File: src/hw/lc_pkg.sv
`default_nettype none

package lc_pkg;

	localparam int word_width = 16;
	localparam int addr_width = 8;

	typedef logic [word_width-1:0] word_t;
	typedef logic [addr_width-1:0] addr_t;
	typedef logic [1:0]            reg_idx_t;

	// Opcode sits in the top nibble of every instruction
	typedef enum logic [3:0] {
		add    = 4'h0,
		sub    = 4'h1,
		and_op = 4'h2,
		or_op  = 4'h3,
		ldi    = 4'h4,
		ld     = 4'h5,
		st     = 4'h6,
		jmp    = 4'h7,
		bz     = 4'h8,
		out    = 4'h9,
		halt   = 4'ha
	} opcode_e;

	// Register format, rd <= ra op rb
	typedef struct packed {
		opcode_e  opcode;
		reg_idx_t rd;
		reg_idx_t ra;
		reg_idx_t rb;
		logic [5:0] unused;
	} instr_r_t;

	// Immediate format, 8-bit constant or jump target
	typedef struct packed {
		opcode_e  opcode;
		reg_idx_t rd;
		logic [1:0] unused;
		logic [7:0] imm;
	} instr_i_t;

	typedef union packed {
		instr_r_t r;
		instr_i_t i;
	} instr_u;

	// One received serial frame
	typedef struct packed {
		logic [7:0] data;
		logic       ready;
	} uart_byte_t;

	// Assembled program word headed for memory
	typedef struct packed {
		word_t word;
		logic  ready;
	} mem_load_t;

endpackage

`default_nettype wire

File: src/hw/uart_word_asm.sv
`default_nettype none

module uart_word_asm (
	input  logic               sysclk,
	input  logic               sysrst,
	input  logic               load_en,
	input  lc_pkg::uart_byte_t byte_in,
	output lc_pkg::mem_load_t  word_out
);

	logic       load_q;
	logic       second;
	logic       word_ready;
	logic [7:0] hi_byte;
	logic [7:0] lo_byte;

	// Parity toggle, set once the high byte is held
	always_ff @(posedge sysclk) begin
		if (!sysrst) begin
			load_q     <= 1'b0;
			second     <= 1'b0;
			word_ready <= 1'b0;
		end else begin
			load_q     <= load_en;
			word_ready <= 1'b0;
			if (load_en && !load_q) begin
				// New load always starts on a high byte
				second <= 1'b0;
			end else if (byte_in.ready) begin
				second     <= !second;
				word_ready <= second;
			end
		end
	end

	always_ff @(posedge sysclk) begin
		if (byte_in.ready) begin
			if (!second) begin
				hi_byte <= byte_in.data;
			end else begin
				lo_byte <= byte_in.data;
			end
		end
	end

	assign word_out.word  = {hi_byte, lo_byte};
	assign word_out.ready = word_ready;

endmodule

`default_nettype wire

File: config.mk
export PLATFORM = sky130hd
export DESIGN_NAME = uart_word_asm
export DESIGN_NICKNAME = d
export VERILOG_FILES = /design/src/hw/lc_pkg.sv /design/src/hw/uart_word_asm.sv
export SDC_FILE = /design/constraint.sdc
export NUM_CORES = 1
export LEC_CHECK = 0
export ABC_AREA = 1
export BUFFER_PORTS_ARGS = -buffer_cell sky130_fd_sc_hd__buf_2
export CORE_UTILIZATION = 42
export DETAILED_ROUTE_END_ITERATION = 10
export GPL_TIMING_DRIVEN = 0
export PLACE_DENSITY = 0.74
export SYNTH_ARGS = -nofsm -noshare
export SYNTH_HDL_FRONTEND = slang
export SYNTH_SLANG_ARGS = --single-unit
File: constraint.sdc
create_clock -name sysclk -period 1.4 [get_ports sysclk]
set_clock_uncertainty 0.2 [all_clocks]
set_input_delay 0.14 -clock sysclk [delete_from_list [all_inputs] [get_ports sysclk]]
set_output_delay 0.14 -clock sysclk [all_outputs]
set_load 0.01 [all_outputs]
# After elaboration in Yosys (flattened, before gate mapping)
# Cells that the tools add are included.
[totals]
register_bits = 19
input_bits = 12
out_inout_bits = 17
word_cells = 15
[op_classes]
n_bitwise = 3
n_reduce_logical = 7
[ops]
columns = ["op", "count"]
rows = [
  ["2-bit AND reduction", 2],
  ["1-bit NOT", 3],
  ["3-bit OR reduction", 1],
  ["1-bit zero test", 2],
  ["2-bit OR reduction", 1],
  ["1-bit logical AND", 1],
]

# Depth between registers and ports, before layout
[depth]
ltp_word = 3
depth_mapped = 4
depth_no_buf = 4

# Worst setup path before layout
# OpenSTA, ideal clock, no wires.
[synth_path]
kind = "register -> register"
start = "register second"
end = "register hi_byte[0], enable pin"
setup_ps = 370
t_arrival_ps = 687
required_time_ps = 830
path_slack_ps = 143
stages_incl_launch_ff = 2
n_path_buf = 0
period_less_slack_ps = 1257
path_cell_list = "dfxtp_1 > nor2_1"
[synth_between]
elab_chain_cells = 2
[synth_lines]
columns = ["element", "line_no", "source"]
rows = [
  ["start, declared", "uart_word_asm.sv:12", "logic second;"],
  ["start signal, assigned", "uart_word_asm.sv:30", "second <= !second;"],
  ["1-bit NOT (no source line)", "--", ""],
  ["2-bit AND reduction (no source line)", "--", ""],
  ["end signal, assigned", "uart_word_asm.sv:39", "hi_byte <= byte_in.data;"],
  ["end, declared", "uart_word_asm.sv:14", "logic [7:0] hi_byte;"],
]
# No other way between the ends.
# A chain may end at the register's enable or synchronous reset.

# Worst setup path in the final report
[layout_path]
start = "input port byte_in[0] (netlist name)"
end = "register hi_byte[1], enable pin"
[layout_between]
elab_chain_cells = 1
[layout_lines]
columns = ["element", "line_no", "source"]
rows = [
  ["start, declared", "uart_word_asm.sv:7", "input lc_pkg::uart_byte_t byte_in,"],
  ["2-bit AND reduction (no source line)", "--", ""],
]
# No other way between the ends.

==> results.sh <==
export IMPL_grtUsageTotal=0.141
export IMPL_die_h_um=39.9
export IMPL_min_path_type="flop to flop"
export IMPL_synthSimpleGateAreaFrac=0.0602
export IMPL_synth_top_family_by_area="simple AND/OR/NAND/NOR gates"
export IMPL_cts_tree="done"
export IMPL_cts_sinks=19
export IMPL_boundaryPins=29
export IMPL_muxShareOfSynthArea=0
export IMPL_critPathKind="input pin to flop"
export IMPL_die_w_um=39.9
export IMPL_cap_violations=0
export IMPL_placed_area_um2=762
export IMPL_vias=400
export IMPL_cp_end_kind="flop"
export IMPL_grt_max_degree=11
export IMPL_firstDrtPassIters=2
export IMPL_synthCells=34
export IMPL_synth_compound_area_frac=0
export IMPL_seq_area_frac_synth=0.896
export IMPL_startpoint_type="input pin"
export IMPL_syn_area_um2=603
export IMPL_arrival_ns=1.03
export IMPL_stdcell_area_um2=906
export IMPL_pwr_share_clk=0.254
export IMPL_area_growth_pct=50.2
export IMPL_drc_errors=0
export IMPL_design_core_area_um2=1320
export IMPL_die_area_um2=1590
export IMPL_syn_nets=46
export IMPL_synth_cell_type_count=8
export IMPL_rsz0062_at_grt="false"
export IMPL_dp_hpwl_um=663
export IMPL_r2r_slack_ns=0.21
export IMPL_start_util=0.458
export IMPL_synth_area_leaders="edfxtp_1 80%, dfxtp_1 10%, nand2_1 3.7%"
export IMPL_slew_violations=0
export IMPL_wl_per_cell_um=10.4
export IMPL_ant_nets=0
export IMPL_peakVddDrop_mv=0.750
export IMPL_power_switching_mw=0.196
export IMPL_outcome="complete, no violations"
export IMPL_pwr_share_seq=0.649
export IMPL_internal_power_mw=0.802
export IMPL_cp_max_fo=8
export IMPL_detail_route_iter0_violations=3
export IMPL_cts_reportedPaths_clkPinSlew_ns=0.09
export IMPL_worstSkewPairLatency_ns=0.28
export IMPL_setup_viol=0
export IMPL_grt_pass1_vias=343
export IMPL_synth_seq_cells=19
export IMPL_cts_buffers=3
export IMPL_routed_wl_um=956
export IMPL_tightest_slew_ns=0.245
export IMPL_nNetsFinal=90
export IMPL_synth_xor_area_share=0
export IMPL_synth_top_area_frac=0.797
export IMPL_yosysWarningCount=0
export IMPL_power_frac_comb=0.097
export IMPL_avgSynthCellArea_um2=17.7
export IMPL_grt_antenna_before_repair=0
export IMPL_crit_required_ns=1.17
export IMPL_yosysTopAreaCell="edfxtp_1"
export IMPL_power_total_mw=0.998
export IMPL_io_buffers=28
export IMPL_post_cts_buffers=0
export IMPL_root_buffer="clkbuf_4"
export IMPL_diodes=0
export IMPL_place_congestion=0.590
export IMPL_drive_gt1_frac=0.468
export IMPL_drt_vias_per_instance=4.35
export IMPL_swShare=0.196
export IMPL_max_slew_margin=0.836
export IMPL_overflow=0
export IMPL_period_share=0.901
export IMPL_h_tree_depth=1
export IMPL_fmax_mhz=793
export IMPL_synth_fa_ha_area_frac=0
export IMPL_min_period_ns=1.26
export IMPL_power_density_nw_per_um2=1100
export IMPL_rows=13
export IMPL_p_leak_nw=0.400
export IMPL_hold_viol=0
export IMPL_clockBufferDepth=2
export IMPL_grt_pass1_wl_um=1400
## sequential cells by signal, indices dropped and copies added, names as in the netlist
| signal | count |
|---|---|
| second | 1 |
| lo_byte | 8 |
| hi_byte | 8 |
| word_ready | 1 |
| load_q | 1 |
## cells in the mapped netlist
library cell and instances:
buf_4 1, dfxtp_1 3, edfxtp_1 16, inv_1 4, inv_2 1, nand2_1 6
nor2_1 2, nor2_2 1
## area by class of cell
type | instances | area (µm²)
Fill cell | 98 | 412
Clock buffer | 4 | 26.3
Tap cell | 15 | 18.8
Sequential cell | 19 | 541
Multi-Input combinational cell | 9 | 43.8
Buffer | 1 | 7.51
Timing Repair Buffer | 39 | 250
Inverter | 5 | 18.8
## cell families (layout without fill, tap and decap cells)
logic type / Yosys count / in the layout
buffers and inverters: 6 / 49
flip-flops: 19 / 19
AND/OR/NAND/NOR: 9 / 9
## what timing repair did
action | in CTS | in global routing
endpoints found under the setup margin | 8 | 16
hold endpoints to repair | 19 | 0
resized for setup | 1 | 2
pin swaps | 0 | 0
hold buffers | 11 | 0
## placed cells by master (no fill, tap or decap)
| master | count |
|---|---|
| nor2_1 | 1 |
| clkbuf_1 | 1 |
| nor2_4 | 1 |
| buf_4 | 1 |
| edfxtp_1 | 16 |
| buf_2 | 28 |
| clkbuf_4 | 3 |
| nor2_2 | 1 |
| inv_2 | 2 |
| inv_1 | 3 |
| dlygate4sd3_1 | 11 |
| nand2_1 | 6 |
| dfxtp_1 | 3 |
## final timing paths
path	startpoint	to	depth (start not counted)
min	load_q	word_ready	4
max reg2reg	second	lo_byte[1]	2
max	byte_in[0]	hi_byte[1]	4
min reg2reg	load_q	word_ready	4
## power groups by stage
stage / Combinational (mW) / Sequential, mW / Clock (mW)
3_5_place_dp: 0.0715 / 0.661 / 0
5_1_grt: 0.107 / 0.651 / 0.288
3_3_place_gp: 0.0690 / 0.659 / 0
4_1_cts: 0.0954 / 0.648 / 0.268
2_1_floorplan: 0.0181 / 0.672 / 0
6_report: 0.0966 / 0.648 / 0.253
## critical path: stages
cell	delay, ns
dlygate4sd3_1	0.52
buf_2	0.12
inv_2	0.05
nor2_4	0.21
## routing by layer
layer  vias to the layer above  part of all wire  GRT usage  routed length [µm]
met5                         -                 0          0                   0
met4                         0                 0     0.0776                   0
met3                         0             0.071     0.0341                  68
met2                        20              0.54      0.258                 521
met1                       181              0.38      0.141                 366
li1                        199                 -          -                   -
## metrics by stage
stage,TNS (ns),std cells,setup WS (ns),utilization,hold WS (ns)
2_1_floorplan,0,34,0.143,-,0.0335
3_3_place_gp,-0.0643,77,-0.00818,0.578,0.129
3_5_place_dp,-0.105,77,-0.0133,0.578,0.131
4_1_cts,0,92,0.0207,0.684,0.322
5_1_grt,0,92,0.111,0.688,0.362
6_report,0,92,0.138,0.688,0.346
No activity file was read; power rests on OpenSTA's default activity.
