File: config.mk
export PLATFORM = sky130hd
export DESIGN_NAME = cpu_mem
export DESIGN_NICKNAME = d
export VERILOG_FILES = /design/src/hw/lc_pkg.sv /design/src/hw/cpu_mem.sv
export SDC_FILE = /design/constraint.sdc
export NUM_CORES = 2
export LEC_CHECK = 0
export ABC_CLOCK_PERIOD_IN_PS = 9270
export BUFFER_PORTS_ARGS = -buffer_cell sky130_fd_sc_hd__buf_2
export CORE_MARGIN = 2
export CORE_UTILIZATION = 33
export CTS_CLUSTER_SIZE = 20
export DETAILED_ROUTE_END_ITERATION = 10
export GPL_TIMING_DRIVEN = 0
export PLACE_DENSITY = 0.44
export REMOVE_ABC_BUFFERS = 1
export SLEW_MARGIN = 20
export SYNTH_ARGS = -nofsm -noshare
export SYNTH_HDL_FRONTEND = slang
export SYNTH_SLANG_ARGS = --single-unit
export TNS_END_PERCENT = 5
File: constraint.sdc
create_clock -name sysclk -period 9.27 [get_ports sysclk]
set_input_delay 0 -clock sysclk [delete_from_list [all_inputs] [get_ports sysclk]]
set_output_delay 0 -clock sysclk [all_outputs]
set_load 0.02 [all_outputs]
File: src/hw/lc_pkg.sv
`default_nettype none

package lc_pkg;

	localparam int word_width = 16;
	localparam int addr_width = 8;

	typedef logic [word_width-1:0] word_t;
	typedef logic [addr_width-1:0] addr_t;
	typedef logic [1:0]            reg_idx_t;

	// Opcode sits in the top nibble of every instruction
	typedef enum logic [3:0] {
		add    = 4'h0,
		sub    = 4'h1,
		and_op = 4'h2,
		or_op  = 4'h3,
		ldi    = 4'h4,
		ld     = 4'h5,
		st     = 4'h6,
		jmp    = 4'h7,
		bz     = 4'h8,
		out    = 4'h9,
		halt   = 4'ha
	} opcode_e;

	// Register format, rd <= ra op rb
	typedef struct packed {
		opcode_e  opcode;
		reg_idx_t rd;
		reg_idx_t ra;
		reg_idx_t rb;
		logic [5:0] unused;
	} instr_r_t;

	// Immediate format, 8-bit constant or jump target
	typedef struct packed {
		opcode_e  opcode;
		reg_idx_t rd;
		logic [1:0] unused;
		logic [7:0] imm;
	} instr_i_t;

	typedef union packed {
		instr_r_t r;
		instr_i_t i;
	} instr_u;

	// One received serial frame
	typedef struct packed {
		logic [7:0] data;
		logic       ready;
	} uart_byte_t;

	// Assembled program word headed for memory
	typedef struct packed {
		word_t word;
		logic  ready;
	} mem_load_t;

endpackage

`default_nettype wire

File: src/hw/cpu_mem.sv
`default_nettype none

module cpu_mem (
	input  logic              sysclk,
	input  logic              sysrst,
	input  logic              load_en,
	input  lc_pkg::mem_load_t load_in,
	input  lc_pkg::addr_t     pc,
	output lc_pkg::instr_u    instr,
	input  lc_pkg::addr_t     data_addr,
	input  lc_pkg::word_t     data_wr,
	input  logic              data_we,
	output lc_pkg::word_t     data_rd
);

	import lc_pkg::*;

	word_t mem [0:(1 << addr_width) - 1];

	logic  load_q;
	addr_t load_addr;
	logic  wr_en;
	addr_t wr_addr;
	word_t wr_data;

	// Load address counter, restarts on each new load
	always_ff @(posedge sysclk) begin
		if (!sysrst) begin
			load_q    <= 1'b0;
			load_addr <= '0;
		end else begin
			load_q <= load_en;
			if (load_en && !load_q) begin
				load_addr <= '0;
			end else if (load_en && load_in.ready) begin
				load_addr <= load_addr + addr_t'(1);
			end
		end
	end

	// Loader owns the write port while load_en is high
	always_comb begin
		if (load_en) begin
			wr_en   = load_in.ready;
			wr_addr = load_addr;
			wr_data = load_in.word;
		end else begin
			wr_en   = data_we;
			wr_addr = data_addr;
			wr_data = data_wr;
		end
	end

	always_ff @(posedge sysclk) begin
		if (wr_en) begin
			mem[wr_addr] <= wr_data;
		end
	end

	assign instr   = mem[pc];
	assign data_rd = mem[data_addr];

	// CPU sits in reset for the whole load
	no_store_in_load: assert property (
		@(posedge sysclk) disable iff (!sysrst)
		load_en |-> !data_we
	);

endmodule

`default_nettype wire

## After elaboration in Yosys (flattened, before gate mapping)

Memory sizes are Yosys's and may differ from the RTL's.
Index checks and enable logic that the tools add are counted.

| word-level totals | value |
|---|---|
| register bits | 9 |
| bits in latches | 0 |
| bits in writable memories | 4096 |
| memory bits (read-only) | 0 |
| output and inout bits | 32 |
| memories kept | 1 |

| operators by class | value |
|---|---|
| $add $sub $neg | 1 |
| multiply operators | 0 |
| divide/modulo/power cells | 0 |
| order comparisons | 0 |
| equality and inequality tests | 0 |
| shifts and indexed selects | 0 |
| multiplexer cells | 5 |
| bitwise logic cells | 1 |
| reduce and logical (&&, ||, !) cells | 4 |

Memory list:

| name | depth | width | read ports | clocked after memory_dff | wr ports | RTL line | RTL |
|---|---|---|---|---|---|---|---|
| mem | 256 | 16 | 2 | 0 | 1 | cpu_mem.sv:18 | `word_t mem [0:(1 << addr_width) - 1];` |

Operators with widths:

| kind | count |
|---|---|
| 2-to-1 mux 16 bit | 1 |
| adder 8 x 1 -> 8 bit (second input constant) | 1 |
| 2-to-1 mux 8 bit | 1 |
| 2-to-1 mux 1 bit | 3 |
| logical AND 1 bit | 2 |
| OR reduction 2 bit | 1 |
| zero test 1 bit | 1 |
| inverter 1 bit | 1 |

## Longest topological paths before layout

| depth | value |
|---|---|
| depth in word-level cells | 3 |
| gate-level depth with buffers | 13 |
| depth with buffers taken out | 7 |

## Least setup slack after synthesis

OpenSTA, ideal clock, no wires.

| timing path | value |
|---|---|
| path type | input-to-reg |
| start | in load_en |
| end | mem mem[0][10] in the netlist's numbering (data pin) |
| arrival time | 2810 ps |
| data required time | 8714 ps |
| slack | 5905 ps |
| stages | 4 |
| path buffers | 3 |
| cell sequence | clkbuf_1 > buf_1 > buf_1 > mux2_2 |

| on the way | value |
|---|---|
| word-level cells in the longest chain between the ends | 1 |

Ends and longest elaborated chain:

| what | RTL line | RTL |
|---|---|---|
| start, declared | cpu_mem.sv:6 | `input logic load_en,` |
| 2-to-1 mux 16 bit | cpu_mem.sv:43 | `if (load_en) begin` |
| via wr_data[10] | cpu_mem.sv:24 | `word_t wr_data;` |
| end, declared | cpu_mem.sv:18 |  |

The timed path passes the listed nets, and every way through them passes these cells.

==> run metrics <==
GRT overflow 0; die height 770 um; largest net degree at the start of global routing 119; Syn Inst Count 10476; status completed; Inst Count DP 17971; Max Fclk 122 MHz; final setup vio count 0; slew margin rel. 13.4%; RSZ-0062 raised after global routing no; DRT iter0 DRCs 15244; NumNets Final 10759; Setup crit start kind input port; Cell variety after synth 76; Core ar. 585000 um2; register area 123000 um2; multi-input logic area 68100 um2; reg2reg end mem[116][12]; max cap viols 0; Final Max Tran Viols 0; gr busiest metal met2; CTS tree done; worst-margin pin slew 1300 ps; postcts setup bufs 0; Hold WS 210 ps; synthesis-stage register bit count 4105; final hold vios 0; synthesized area 194000 um2; Starting Density 33.1%; DR vias/cell 6.14; post-detailed-route count of antenna-violating nets 0; Clock Tree Root clkbuf_16; CTS max path bufs 4; worst reg2reg setup slack 5670 ps; maximum level of the CTS H-tree 5; layout cell share with drive strength beyond 1 30.2%; fin crit share 88.5%; GR Layer Usage met1 33.9%; die area 593000 um2; VDD IR-drop max 0.159 mV; Die Span X 770 um; Worst Setup EP instr[6]; FFs w/ async S/R, synth 0%; crit path launch pc[1]; row count 281; via count 116290; Primary FF master, synth edfxtp_1; Crit path max-delay family buffers and inverters; # IOs 85; post-synthesis sequential area ratio 63.6%; Hold WC Path Type input port to flip-flop; initial antenna violation count 66; YS warnings 0; Worst-Skew Late Latency 1070 ps; critical path's slowest cell or4_1; Reg2Reg Depth 4; CP arrival 8210 ps; Buf/Inv on CP 9; GR Util met3 4.98%; Critical Path Most Common Cell buf_16; GR Layer Usage met2 40.3%; Crit path required time 9270 ps; EDFF count, synth 4096; drt first pass iters 8; Total Wirelength 771000 um; gpl congestion 0.822; fin crit period 8210 ps; Max FO, Critical Path 94; Leak 0.0715 uW; Clock transition at path regs 60 ps; mean area per synthesized cell 18.5 um2; CTS Buf Count 461; non-filler cells in the finished layout 18933; first-pass GRT wire length 1040000 um; port bufs 84; per-cell routed wire length 40.7 um; Critical R2R Launch load_addr[1]; power density cells 187 nW/um2; DRC viols 0; vias in the first global route 118166; gr usage total 25.5%; instance count on the critical path 16; setup TNS 0 ps; Worst Setup Path Type input port to output pin; clk sinks 4105; Slowest Stage Delay on Critical Path 990 ps; worst clock skew 82.3 ps; Area Overhead vs Synth 17.9%; Cell Chain, Critical Path buf_12, buf_16, buf_16, buf_16, buf_16, nand2b_4, buf_12, buf_16, buf_16, o221ai_1, a21oi_1, o21ai_0, o21ai_0, or4_1, nor3_1, buf_2; critical path endpoint category output pin; hpwl dp 508000 um; fill cell count 52606
## where the power goes
part           switching, uW  internal, uW
clock network           7810         10200
logic                   2790          1400
registers               7.98         20600
total                  10600         32200
## layout make-up
cell class                      instances  share of cell area (%)
Clock buffer                          562                    5.25
Multi-Input combinational cell       5517                    29.8
Antenna cell                           67                  0.0734
Sequential cell                      4105                    53.9
Tap cell                             7782                    4.26
Inverter                                9                  0.0290
Clock inverter                        280                    1.10
Timing Repair Buffer                  611                    5.54
## cell families after synthesis
| group | Yosys count | synth area share, % |
|---|---|---|
| AOI/OAI and AO/OA | 1410 | 5.12 |
| xor gates and xnor gates | 5 | 0.0226 |
| adders and majority gates | 1 | 0.00646 |
| buffers and inverters | 854 | 2.88 |
| DFF | 4105 | 63.6 |
| muxes | 2859 | 25.5 |
| and+or+nand+nor | 1242 | 2.93 |
## cell usage in the layout, fill, tap and decap left out, types with 30 or more instances in the layout
cell,synthesis,layout
buf_12,19,87
o221ai_1,347,347
nand3_1,70,53
a21oi_1,256,255
nor2_1,425,154
nor4_1,55,40
nor3_1,246,224
clkbuf_16,0,464
a22o_1,39,39
bufinv_16,0,38
a22oi_1,103,97
diode_2,0,67
a221oi_1,54,53
nand4_1,30,30
dlygate4sd3_1,0,38
edfxtp_1,4096,4096
nand2_1,295,276
clkbuf_1,311,98
buf_2,189,73
o21ai_0,93,83
mux4_2,1646,1646
o22ai_1,349,347
buf_16,0,340
buf_4,60,30
mux2_2,81,65
nor2_4,0,261
clkinv_1,2,143
mux2i_1,1132,1132
clkinv_2,0,70
## metrics by stage
stage          utilization [%]  worst slack [ps]  total power, uW  instance area [um2]
3_5_place_dp              36.4              1170            25100               213000
5_1_grt                   39.0              1070            43900               228000
6_report                  39.0              1060            42800               228000
3_3_place_gp              33.9            -70560            28000               198000
4_1_cts                   39.0              1150            43000               228000
2_1_floorplan                -              2170            22800               188000
## worst min-delay path by stage
| stage | startpoint | to | slack, ps | cells past startpoint |
|---|---|---|---|---|
| floorplan | load_en | load_q | 120 | 1 |
| global placement | load_in[0] | load_addr[1] | 410 | 4 |
| detailed placement | load_in[0] | load_addr[1] | 410 | 4 |
| CTS | sysrst | load_addr[0] | 140 | 4 |
| global route | load_in[14] | mem[109][13] | 220 | 4 |
| finish | load_in[15] | mem[107][14] | 210 | 4 |
## synthesized netlist by cell type (60+ instances only)
library cell / count / area (um2)
nand3_1: 70 / 350
nor3_1: 246 / 1230
o221ai_1: 347 / 3040
nand2_1: 295 / 1110
buf_6: 152 / 1710
nor2_1: 425 / 1600
mux2_2: 81 / 912
buf_2: 189 / 946
o22ai_1: 349 / 2180
clkbuf_1: 311 / 1170
a21oi_1: 256 / 1280
o21ai_0: 93 / 465
buf_4: 60 / 450
a22oi_1: 103 / 773
edfxtp_1: 4096 / 123000
mux4_2: 1646 / 37100
mux2i_1: 1132 / 11300
buf_1: 72 / 270
## registers in the layout, indices dropped and copies added (netlist names)
| register | flops |
|---|---|
| mem | 4096 |
| load_q | 1 |
| load_addr | 8 |
## what timing repair did
item	4_1_cts	5_1_grt
gates resized for setup	0	0
endpoints found under the hold margin	1201	0
hold buffers	53	0
endpoints found under the setup margin	0	0
## worst min-delay path: stages
cell and delay, ps:
dlygate4sd3_1 520, buf_2 110, mux2_8 210, buf_16 240
## metal layers
layer  vias to the layer above  share of wire (%)
li1                      45742                  -
met1                     63669                 40
met2                      5599                 46
met3                      1260                8.2
met4                        20                5.5
met5                         -              0.019
No activity file was read; power rests on OpenSTA's default activity.
