File: config.mk
export PLATFORM = sky130hd
export DESIGN_NAME = uart_rx
export DESIGN_NICKNAME = d
export VERILOG_FILES = /design/src/hw/lc_pkg.sv /design/src/hw/uart_rx.sv
export SDC_FILE = /design/constraint.sdc
export NUM_CORES = 1
export LEC_CHECK = 0
export BUFFER_PORTS_ARGS = -buffer_cell sky130_fd_sc_hd__buf_4
export CAP_MARGIN = 25
export CORE_MARGIN = 2
export CORE_UTILIZATION = 55
export CTS_CLUSTER_DIAMETER = 60
export DETAILED_ROUTE_END_ITERATION = 12
export PLACE_DENSITY = 0.81
export SKIP_CTS_REPAIR_TIMING = 1
export SLEW_MARGIN = 20
export SYNTH_ARGS = -nofsm -noshare
export SYNTH_HDL_FRONTEND = slang
export SYNTH_SLANG_ARGS = --single-unit
export TNS_END_PERCENT = 50
File: constraint.sdc
create_clock -name sysclk -period 3.9 [get_ports sysclk]
set_input_delay 0.39 -clock sysclk [delete_from_list [all_inputs] [get_ports sysclk]]
set_output_delay 0.39 -clock sysclk [all_outputs]
set_load 0.05 [all_outputs]
File: src/hw/lc_pkg.sv
`default_nettype none

package lc_pkg;

	localparam int word_width = 16;
	localparam int addr_width = 8;

	typedef logic [word_width-1:0] word_t;
	typedef logic [addr_width-1:0] addr_t;
	typedef logic [1:0]            reg_idx_t;

	// Opcode sits in the top nibble of every instruction
	typedef enum logic [3:0] {
		add    = 4'h0,
		sub    = 4'h1,
		and_op = 4'h2,
		or_op  = 4'h3,
		ldi    = 4'h4,
		ld     = 4'h5,
		st     = 4'h6,
		jmp    = 4'h7,
		bz     = 4'h8,
		out    = 4'h9,
		halt   = 4'ha
	} opcode_e;

	// Register format, rd <= ra op rb
	typedef struct packed {
		opcode_e  opcode;
		reg_idx_t rd;
		reg_idx_t ra;
		reg_idx_t rb;
		logic [5:0] unused;
	} instr_r_t;

	// Immediate format, 8-bit constant or jump target
	typedef struct packed {
		opcode_e  opcode;
		reg_idx_t rd;
		logic [1:0] unused;
		logic [7:0] imm;
	} instr_i_t;

	typedef union packed {
		instr_r_t r;
		instr_i_t i;
	} instr_u;

	// One received serial frame
	typedef struct packed {
		logic [7:0] data;
		logic       ready;
	} uart_byte_t;

	// Assembled program word headed for memory
	typedef struct packed {
		word_t word;
		logic  ready;
	} mem_load_t;

endpackage

`default_nettype wire

File: src/hw/uart_rx.sv
`default_nettype none

module uart_rx #(
	parameter int baud_div = 434
) (
	input  logic               sysclk,
	input  logic               sysrst,
	input  logic               rx,
	output lc_pkg::uart_byte_t byte_out
);

	localparam int cnt_w = (baud_div > 1) ? $clog2(baud_div) : 1;
	localparam int half  = baud_div / 2;

	typedef enum logic [1:0] {
		st_idle,
		st_start,
		st_data,
		st_stop
	} rx_state_e;

	rx_state_e        state;
	logic [1:0]       rx_sync;
	logic             rx_prev;
	logic             rx_s;
	logic [cnt_w-1:0] cnt;
	logic [2:0]       bit_idx;
	logic [7:0]       shreg;
	logic             ready;

	// Two-flop synchronizer on the asynchronous line
	assign rx_s = rx_sync[1];

	always_ff @(posedge sysclk) begin
		if (!sysrst) begin
			rx_sync <= 2'b11;
			rx_prev <= 1'b1;
			state   <= st_idle;
			cnt     <= '0;
			bit_idx <= '0;
			ready   <= 1'b0;
		end else begin
			rx_sync <= {rx_sync[0], rx};
			rx_prev <= rx_s;
			ready   <= 1'b0;
			case (state)
				st_idle: begin
					cnt     <= '0;
					bit_idx <= '0;
					if (rx_prev && !rx_s) begin
						state <= st_start;
					end
				end
				st_start: begin
					if (cnt == cnt_w'(half - 1)) begin
						cnt <= '0;
						// Glitch, not a real start bit
						state <= rx_s ? st_idle : st_data;
					end else begin
						cnt <= cnt + 1'b1;
					end
				end
				st_data: begin
					if (cnt == cnt_w'(baud_div - 1)) begin
						cnt     <= '0;
						bit_idx <= bit_idx + 1'b1;
						if (bit_idx == 3'd7) begin
							state <= st_stop;
						end
					end else begin
						cnt <= cnt + 1'b1;
					end
				end
				st_stop: begin
					if (cnt == cnt_w'(baud_div - 1)) begin
						// Low stop bit means framing error, byte dropped
						ready <= rx_s;
						state <= st_idle;
					end else begin
						cnt <= cnt + 1'b1;
					end
				end
				default: state <= st_idle;
			endcase
		end
	end

	// LSB arrives first, so shift in from the top
	always_ff @(posedge sysclk) begin
		if (state == st_data && cnt == cnt_w'(baud_div - 1)) begin
			shreg <= {rx_s, shreg[7:1]};
		end
	end

	assign byte_out.data  = shreg;
	assign byte_out.ready = ready;

	ready_single_pulse: assert property (
		@(posedge sysclk) disable iff (!sysrst)
		byte_out.ready |=> !byte_out.ready
	);

endmodule

`default_nettype wire

* Yosys cells after proc, flatten, opt, wreduce, memory -nomap -nowiden
Index checks and enable logic that the tools add are counted.
Operators by class: muxes and demuxes 13, multipliers 0, add/sub/neg operators 2, $lt $le $gt $ge 0, shifts and indexed selects 0, reductions and logical operators 8, equality and inequality tests 12, bitwise gates (word level) 0, div/mod/pow operators 0
Operators with widths (count):
- $pmux W9 S4 | 1
- $mux W9 | 3
- $mux W2 | 6
- $ne A2 B2 Y1 const B | 6
- $add A9 B1 Y9 const B | 1
- $eq A9 B8 Y1 const B | 1
- $eq A9 B9 Y1 const B | 1
- $pmux W2 S4 | 1
- $pmux W3 S2 | 1
- $reduce_and A5 Y1 | 1
- $eq A2 B2 Y1 const B | 2
- $add A3 B1 Y3 const B | 1
- $eq A3 B3 Y1 const B | 1
- $mux W3 | 1
- $reduce_and A3 Y1 | 1
- $eq A2 B1 Y1 const B | 1
- $logic_and A1 B1 Y1 | 2
- $logic_not A2 Y1 | 1
- $reduce_and A2 Y1 | 1
- $reduce_bool A2 Y1 | 1
- $logic_not A1 Y1 | 1
Word-level totals: memories kept 0, latch bits 0, RAM bits 0, memory bits (read-only) 0, flip-flop bits (word level) 26, output and inout port bits 9

* Depth between registers and ports, before layout
Gate-level depths: netlist of run 1.
depth after elaboration 4, mapped depth 6, depth with buffers taken out 6

* Worst setup path before layout of run 1
Ideal clock, no wire load.
path type register -> register, from register cnt[0], to register shreg[0], enable pin, stages on the path, launching flop included 5, path slack 2.249 ns, arrival 1.319 ns, cells stage by stage dfxtp_1 -> ha_1 -> and4bb_4 -> and3b_1 -> and2_1
Between the ends: cells in the longest elaborated chain, start to end 2
RTL lines:
- from (decl) | line uart_rx.sv:26 | logic [cnt_w-1:0] cnt;
- from (signal assigned) | line uart_rx.sv:60 | cnt <= cnt + 1'b1;
- from (signal assigned) | line uart_rx.sv:71 | cnt <= cnt + 1'b1;
- from (signal assigned) | line uart_rx.sv:80 | cnt <= cnt + 1'b1;
- $eq A9 B9 Y1 | line uart_rx.sv:90 | if (state == st_data && cnt == cnt_w'(baud_div - 1)) begin
- $logic_and A1 B1 Y1 | line uart_rx.sv:90
- to (signal assigned) | line uart_rx.sv:91 | shreg <= {rx_s, shreg[7:1]};
- to (decl) | line uart_rx.sv:28 | logic [7:0] shreg;
Every way passes these cells. A chain may end at the register's enable or synchronous reset.

* Final worst setup path of run 1
Same ends and word-level chain as after synthesis.

==> metrics.md, run 1 <==
| Metric | Value |
|---|---|
| Status | `finished clean` |
| Initial core utilization | `0.589` |
| Longest Clk Path Bufs | `2` |
| Worst-path fanout max | `8` |
| Via count | `around 800` |
| First-pass GRT wire length | `3.41 mm` |
| Port bufs | `11` |
| Register area | `about 600 um2` |
| Top Ports | `12` |
| DR iter-0 viols | `11` |
| Layout cells sized above 1 | `0.214` |
| Max_cap viols | `0` |
| CTS clk-pin slew, worst paths | `roughly 130 ps` |
| Slew HR | `0.691` |
| Overflow after GRT | `0` |
| Crit Path Category | `flop to flop` |
| Hold crit path type | `input pin to flop` |
| Synth top area share | `0.309` |
| Core Area | `between 0.0015 and 0.002 mm2` |
| Worst EP required | `about 4000 ps` |
| ANT cells | `0` |
| Fin Hold WS | `around 240 ps` |
| Number of CTS-inserted buffers | `3` |
| Final period utilization | `0.474` |
| Worst setup SP type | `flop` |
| Worst ir drop on vdd | `between 200 and 300 uV` |
| Via density | `5.57` |
| Cell taking the most area after synthesis | `dfxtp_1` |
| Busiest grt layer | `met2` |
| Vias in the first global route | `between 700 and 800` |
| Yosys warning count | `0` |
| Cell Rows | `16` |
| WL final | `just under 2 mm` |
| Total power | `between 0.4 and 0.5 mW` |
| Area contributors post-synth | `dfxtp_1 31%, edfxtp_1 21%, ha_1 5.4%, nand3_1 3.0%, and4bb_4 2.8%` |
| TritonCTS clock tree | `built` |
| Detailed-route DRC error count | `0` |
| Clock Latency Late Sink | `320 ps` |
| Distinct cells, synth | `37` |
| P&R area growth vs syn | `12.6%` |
| Worst-Margin Slew | `roughly 460 ps` |
| Chip Width | `about 50 um` |
| Fmax | `541 MHz` |
| RSZ-0062 raised after global routing | `false` |
| Die Height | `50.1 um` |
| Initial antenna violation count | `0` |
| Nets@finish | `126` |
| # fillers | `about 150` |
| Post-synthesis register bit count | `26` |
| Post-Syn Area | `0.00117 mm2` |
| Sequential element share of the synthesized area | `0.514` |
| Wire per inst | `13.6 um` |
| Setup TNS Final | `0 ps` |
| Syn_nets | `114` |
| Clk root buf | `clkbuf_4` |
| Largest net degree at the start of global routing | `16` |
| Dpl hpwl | `between 1 and 1.5 mm` |
| CTS H-tree depth | `1` |
| Layout Utilization | `0.664` |
| Kind of end point of the critical path | `flop` |
| Final setup violation count | `0` |
| Sink Count | `26` |
| Tmin final | `about 1800 ps` |
| Slew Limit Fails | `0` |
| Placer Congestion | `around 0.84` |
| Number of nets with antenna violations after routing | `0` |
| Die ar. | `around 0.0025 mm2` |
| GR Util met1 | `0.236` |
| Synth Area per Inst | `11.0 um2` |
| GR Layer Usage met2 | `0.289` |
| Iteration count of the initial detailed-routing pass | `4` |
| Pwr per Cell Area | `between 300 and 400 mW/mm2` |
| Leak | `~0.47 nW` |
| GR Util met3 | `0.0273` |
| Arrival time at the worst endpoint | `approximately 1900 ps` |
| Gr usage total | `0.182` |
| Post-Syn Instances | `approximately 110` |
| Multi-input gate area | `523 um2` |
| Fin. Hold Viols | `0` |
| Clock Skew | `around 4.2 ps` |
==> power by group <==
| group | total, mW | switching, mW | leakage (nW) | internal, mW |
|---|---|---|---|---|
| clock | 0.182 | 0.0782 | 0.0279 | 0.104 |
| sequential | 0.284 | 0.00413 | 0.217 | 0.280 |
| combinational | 0.0140 | 0.00795 | 0.229 | 0.00607 |
| total | 0.480 | 0.0903 | 0.474 | 0.390 |
==> metal layers <==
metal	vias to the layer above	wire length (um)
li1	408	-
met1	375	964
met2	14	894
met3	5	54
met4	0	44
met5	-	0
==> sequential cells by signal, summed over array words and instances (netlist names), named ones only <==
register  count
state         1
rx_sync       2
rx_prev       1
ready         1
shreg         8
bit_idx       3
cnt           9
==> critical path: stages, from the launching register on <==
cell and delay [ps]:
dfxtp_1 470, ha_1 180, and4bb_4 280, and3b_1 250, and2_1 360
==> area by class of cell <==
| type | instances | area share |
|---|---|---|
| inverter | 6 | 0.0171 |
| tap | 27 | 0.0257 |
| multi-input combinational | 70 | 0.398 |
| timing repair buffer | 11 | 0.0628 |
| clock inverter | 1 | 0.0228 |
| clock buffer | 3 | 0.0171 |
| sequential | 26 | 0.457 |
==> worst paths after layout <==
| kind | slack (ps) | end | cells past startpoint | start |
|---|---|---|---|---|
| worst min-delay path | 240 | rx_sync[0] | 2 | rx |
| worst max-delay path | 2050 | shreg[0] | 4 | cnt[0] |
| worst min register to register | 430 | rx_sync[1] | 1 | rx_sync[0] |
| worst max register to register | 2050 | shreg[0] | 4 | cnt[0] |
==> per-stage QoR <==
stage	instance area, um2	setup WS (ps)	instances
final	1320	2050	144
after global routing	1320	1970	144
after CTS	1320	2040	144
after detailed placement	1260	2080	140
after global placement	1260	2160	140
after floorplan	1170	2250	106
==> cells in the mapped netlist, drive strengths merged <==
cell type and count:
and4bb 2, and3b 1, o21a 1, buf 3
a21boi 2, nor3 5, and2 2, o22ai 1
o21ai 5, nand2b 4, a221oi 1, or2 1
ha 5, clkbuf 1, a22oi 1, a211oi 1
a311oi 2, a21oi 6, nand4 2, edfxtp 8
nand2 4, nor2 7, dfxtp 18, o221ai 1
a41oi 1, nand3 7, and4b 2, inv 6
mux2i 1, xnor2 3, xor2 2
==> layout by cell type, fill, tap and decap left out, types with 2 or more instances in the layout <==
cell	netlist	final
xnor2_1	3	3
a21boi_2	2	2
o21ai_0	4	4
and4bb_4	2	2
ha_1	5	5
and2_1	2	2
buf_4	1	11
a311oi_1	2	2
dfxtp_1	18	18
nand2_1	4	4
xor2_1	2	2
nand2b_1	4	4
nor2_1	6	6
a21oi_1	5	5
nor3_1	5	5
clkbuf_4	0	3
edfxtp_1	8	8
inv_1	6	6
nand3_1	7	7
==> kinds of logic (layout without fill, tap and decap cells) <==
family,after synthesis,count (layout),share of synthesized area
xor+xnor,5,5,0.0375
mux,1,1,0.00857
compound gates,22,22,0.143
fa+ha+maj,5,5,0.0536
buf+inv,10,21,0.0375
simple gates,37,37,0.206
flops,26,26,0.514
(Power assumes the default switching activity.)
==> run 2: changes to the inputs <==
==> constraint.sdc (replaced) <==
create_clock -name sysclk -period 1.81 [get_ports sysclk]
set_input_delay 0.181 -clock sysclk [delete_from_list [all_inputs] [get_ports sysclk]]
set_output_delay 0.181 -clock sysclk [all_outputs]
set_load 0.05 [all_outputs]
==> run 2 against run 1 <==
  * Total power is 110% higher
  * Utilization is 0.44 points higher
  * Combinational power is 140% higher
  * Sequential share of layout area is 0.30 points lower
  * Routed wire length is 7.3% higher
  * Hold slack worse by 200 ps
  * Cell count is 0.69% higher
  * Register-to-register slack worse by 1900 ps
  * Largest power group unchanged
==> metrics.md, run 2 (synthesis gave the netlist of run 1 again) <==
| Metric | Value |
|---|---|
| Status | `finished clean` |
| Layout cells sized above 1 | `0.229` |
| Overflow after GRT | `0` |
| Slowest CP cell | `dfxtp_1` |
| Die Height | `~50 um` |
| Detailed-route DRC error count | `0` |
| Crit path max-delay family | `simple AND/OR/NAND/NOR gates` |
| Worst reg2reg path endpoint | `shreg[0]` |
| Worst setup SP type | `flop` |
| Nets@finish | `around 130` |
| First-pass GRT wire length | `3.59 mm` |
| Placer Congestion | `roughly 0.81` |
| Via density | `5.64` |
| ANT cells | `0` |
| Largest net degree at the start of global routing | `16` |
| Crit Path Category | `flop to flop` |
| R2R cell count | `5` |
| Vias in the first global route | `between 700 and 800` |
| Clock Latency Late Sink | `310 ps` |
| Initial antenna violation count | `0` |
| Initial core utilization | `0.589` |
| Most frequent cells in the layout | `18 x dfxtp_1, 12 x buf_4, 8 x edfxtp_1` |
| Wire per inst | `between 10 and 15 um` |
| Dpl hpwl | `roughly 1.5 mm` |
| Die ar. | `between 0.002 and 0.003 mm2` |
| Biggest register | `cnt` |
| Setup slack, reg-to-reg | `approximately 120 ps` |
| Final period utilization | `0.931` |
| Worst-path fanout max | `8` |
| Worst ir drop on vdd | `between 500 and 600 uV` |
| R2r startpoint | `cnt[1]` |
| Fin Hold WS | `between 40 and 50 ps` |
| Max reg flops | `9` |
| WL final | `about 2.1 mm` |
| Worst EP required | `roughly 1800 ps` |
| Layout Utilization | `0.668` |
| Port bufs | `11` |
| Worst-Margin Slew | `approximately 500 ps` |
| Cell Rows | `16` |
| Arrival time at the worst endpoint | `~1700 ps` |
| Clock Skew | `1.65 ps` |
| Fmax | `approximately 600 MHz` |
| Worst path bufs/invs | `1` |
| Number of nets with antenna violations after routing | `0` |
| Clk root buf | `clkbuf_4` |
| Iteration count of the initial detailed-routing pass | `4` |
| CTS H-tree depth | `1` |
| RSZ-0062 raised after global routing | `false` |
| CP peak stage delay | `between 300 and 400 ps` |
| Final setup violation count | `0` |
| Hold Crit Endpoint | `rx_sync[0]` |
| Max_cap viols | `0` |
| Top flop regs | `cnt: 9 flops, shreg: 8 flops, bit_idx: 3 flops` |
| Cell chain of the critical path | `inv_1 > ha_1 > and4bb_4 > and3b_1 > and2_2` |
| Leak | `a little under 0.5 nW` |
| Hold crit path type | `input pin to flop` |
| Hold Path Depth | `2` |
| Slew HR | `0.667` |
| Slew Limit Fails | `0` |
| Sink Count | `26` |
| Via count | `818` |
| Fin. Hold Viols | `0` |
| Top Ports | `12` |
| CTS clk-pin slew, worst paths | `roughly 130 ps` |
| Gr usage total | `0.190` |
| Number of CTS-inserted buffers | `3` |
| Longest Clk Path Bufs | `2` |
| Chip Width | `between 50 and 60 um` |
| Tmin final | `about 1700 ps` |
| Setup TNS Final | `0 ps` |
| Pwr per Cell Area | `just under 800 mW/mm2` |
| Commonest non-fill, non-tap cell in the layout | `dfxtp_1` |
| TritonCTS clock tree | `built` |
| Core Area | `between 0.0015 and 0.002 mm2` |
| DR iter-0 viols | `14` |
| Worst hold start | `rx` |
| P&R area growth vs syn | `13.4%` |
| Kind of end point of the critical path | `flop` |
run 2: cell types whose count changed in the layout (fill, tap and decap cells not counted), sizes merged:
cell  delta
buf      +1
run 2: metrics by stage:
stage          worst slack, ps  power, mW  instance area, um2  instances
2_1_floorplan              159      0.645                1170        106
3_3_place_gp               112      0.655                1270        141
3_5_place_dp              34.9      0.656                1270        141
4_1_cts                   23.4       1.03                1320        145
5_1_grt                   68.4       1.07                1320        145
6_report                   125       1.02                1320        145
run 2: how the worst max path moves through the flow:
stage / end / depth (start not counted) / slack, ps / start
2_1_floorplan: shreg[0] / 4 / 160 / cnt[0]
3_3_place_gp: shreg[0] / 5 / 110 / cnt[1]
3_5_place_dp: shreg[2] / 5 / 30 / cnt[1]
4_1_cts: shreg[4] / 5 / 20 / cnt[1]
5_1_grt: state[0] / 7 / 70 / cnt[0]
6_report: shreg[0] / 5 / 120 / cnt[1]
run 2: final cells by class:
cell class / count / area, um2
Fill cell: 147 / 658
Sequential cell: 26 / 601
Multi-Input combinational cell: 70 / 524
Timing Repair Buffer: 12 / 90.1
Tap cell: 27 / 33.8
Clock inverter: 1 / 30.0
Clock buffer: 3 / 22.5
Inverter: 6 / 22.5
run 2: worst register-to-register path, stage by stage, from the launching register on:
cell      delay (ps)
dfxtp_1          360
inv_1             90
ha_1             150
and4bb_4         280
and3b_1          230
and2_2           280
run 2: report_power, final:
group          internal, mW  switching [mW]
clock network         0.224           0.156
logic                0.0147          0.0193
registers             0.602         0.00755
run 2: routing by layer:
metal  part of all wire  up-vias  track usage  wire (um)
li1                   -      406            -          -
met1               0.47      389        0.264        990
met2               0.46       15        0.283        972
met3              0.040        8       0.0394         83
met4              0.025        0       0.0833         53
met5                  0        -            0          0
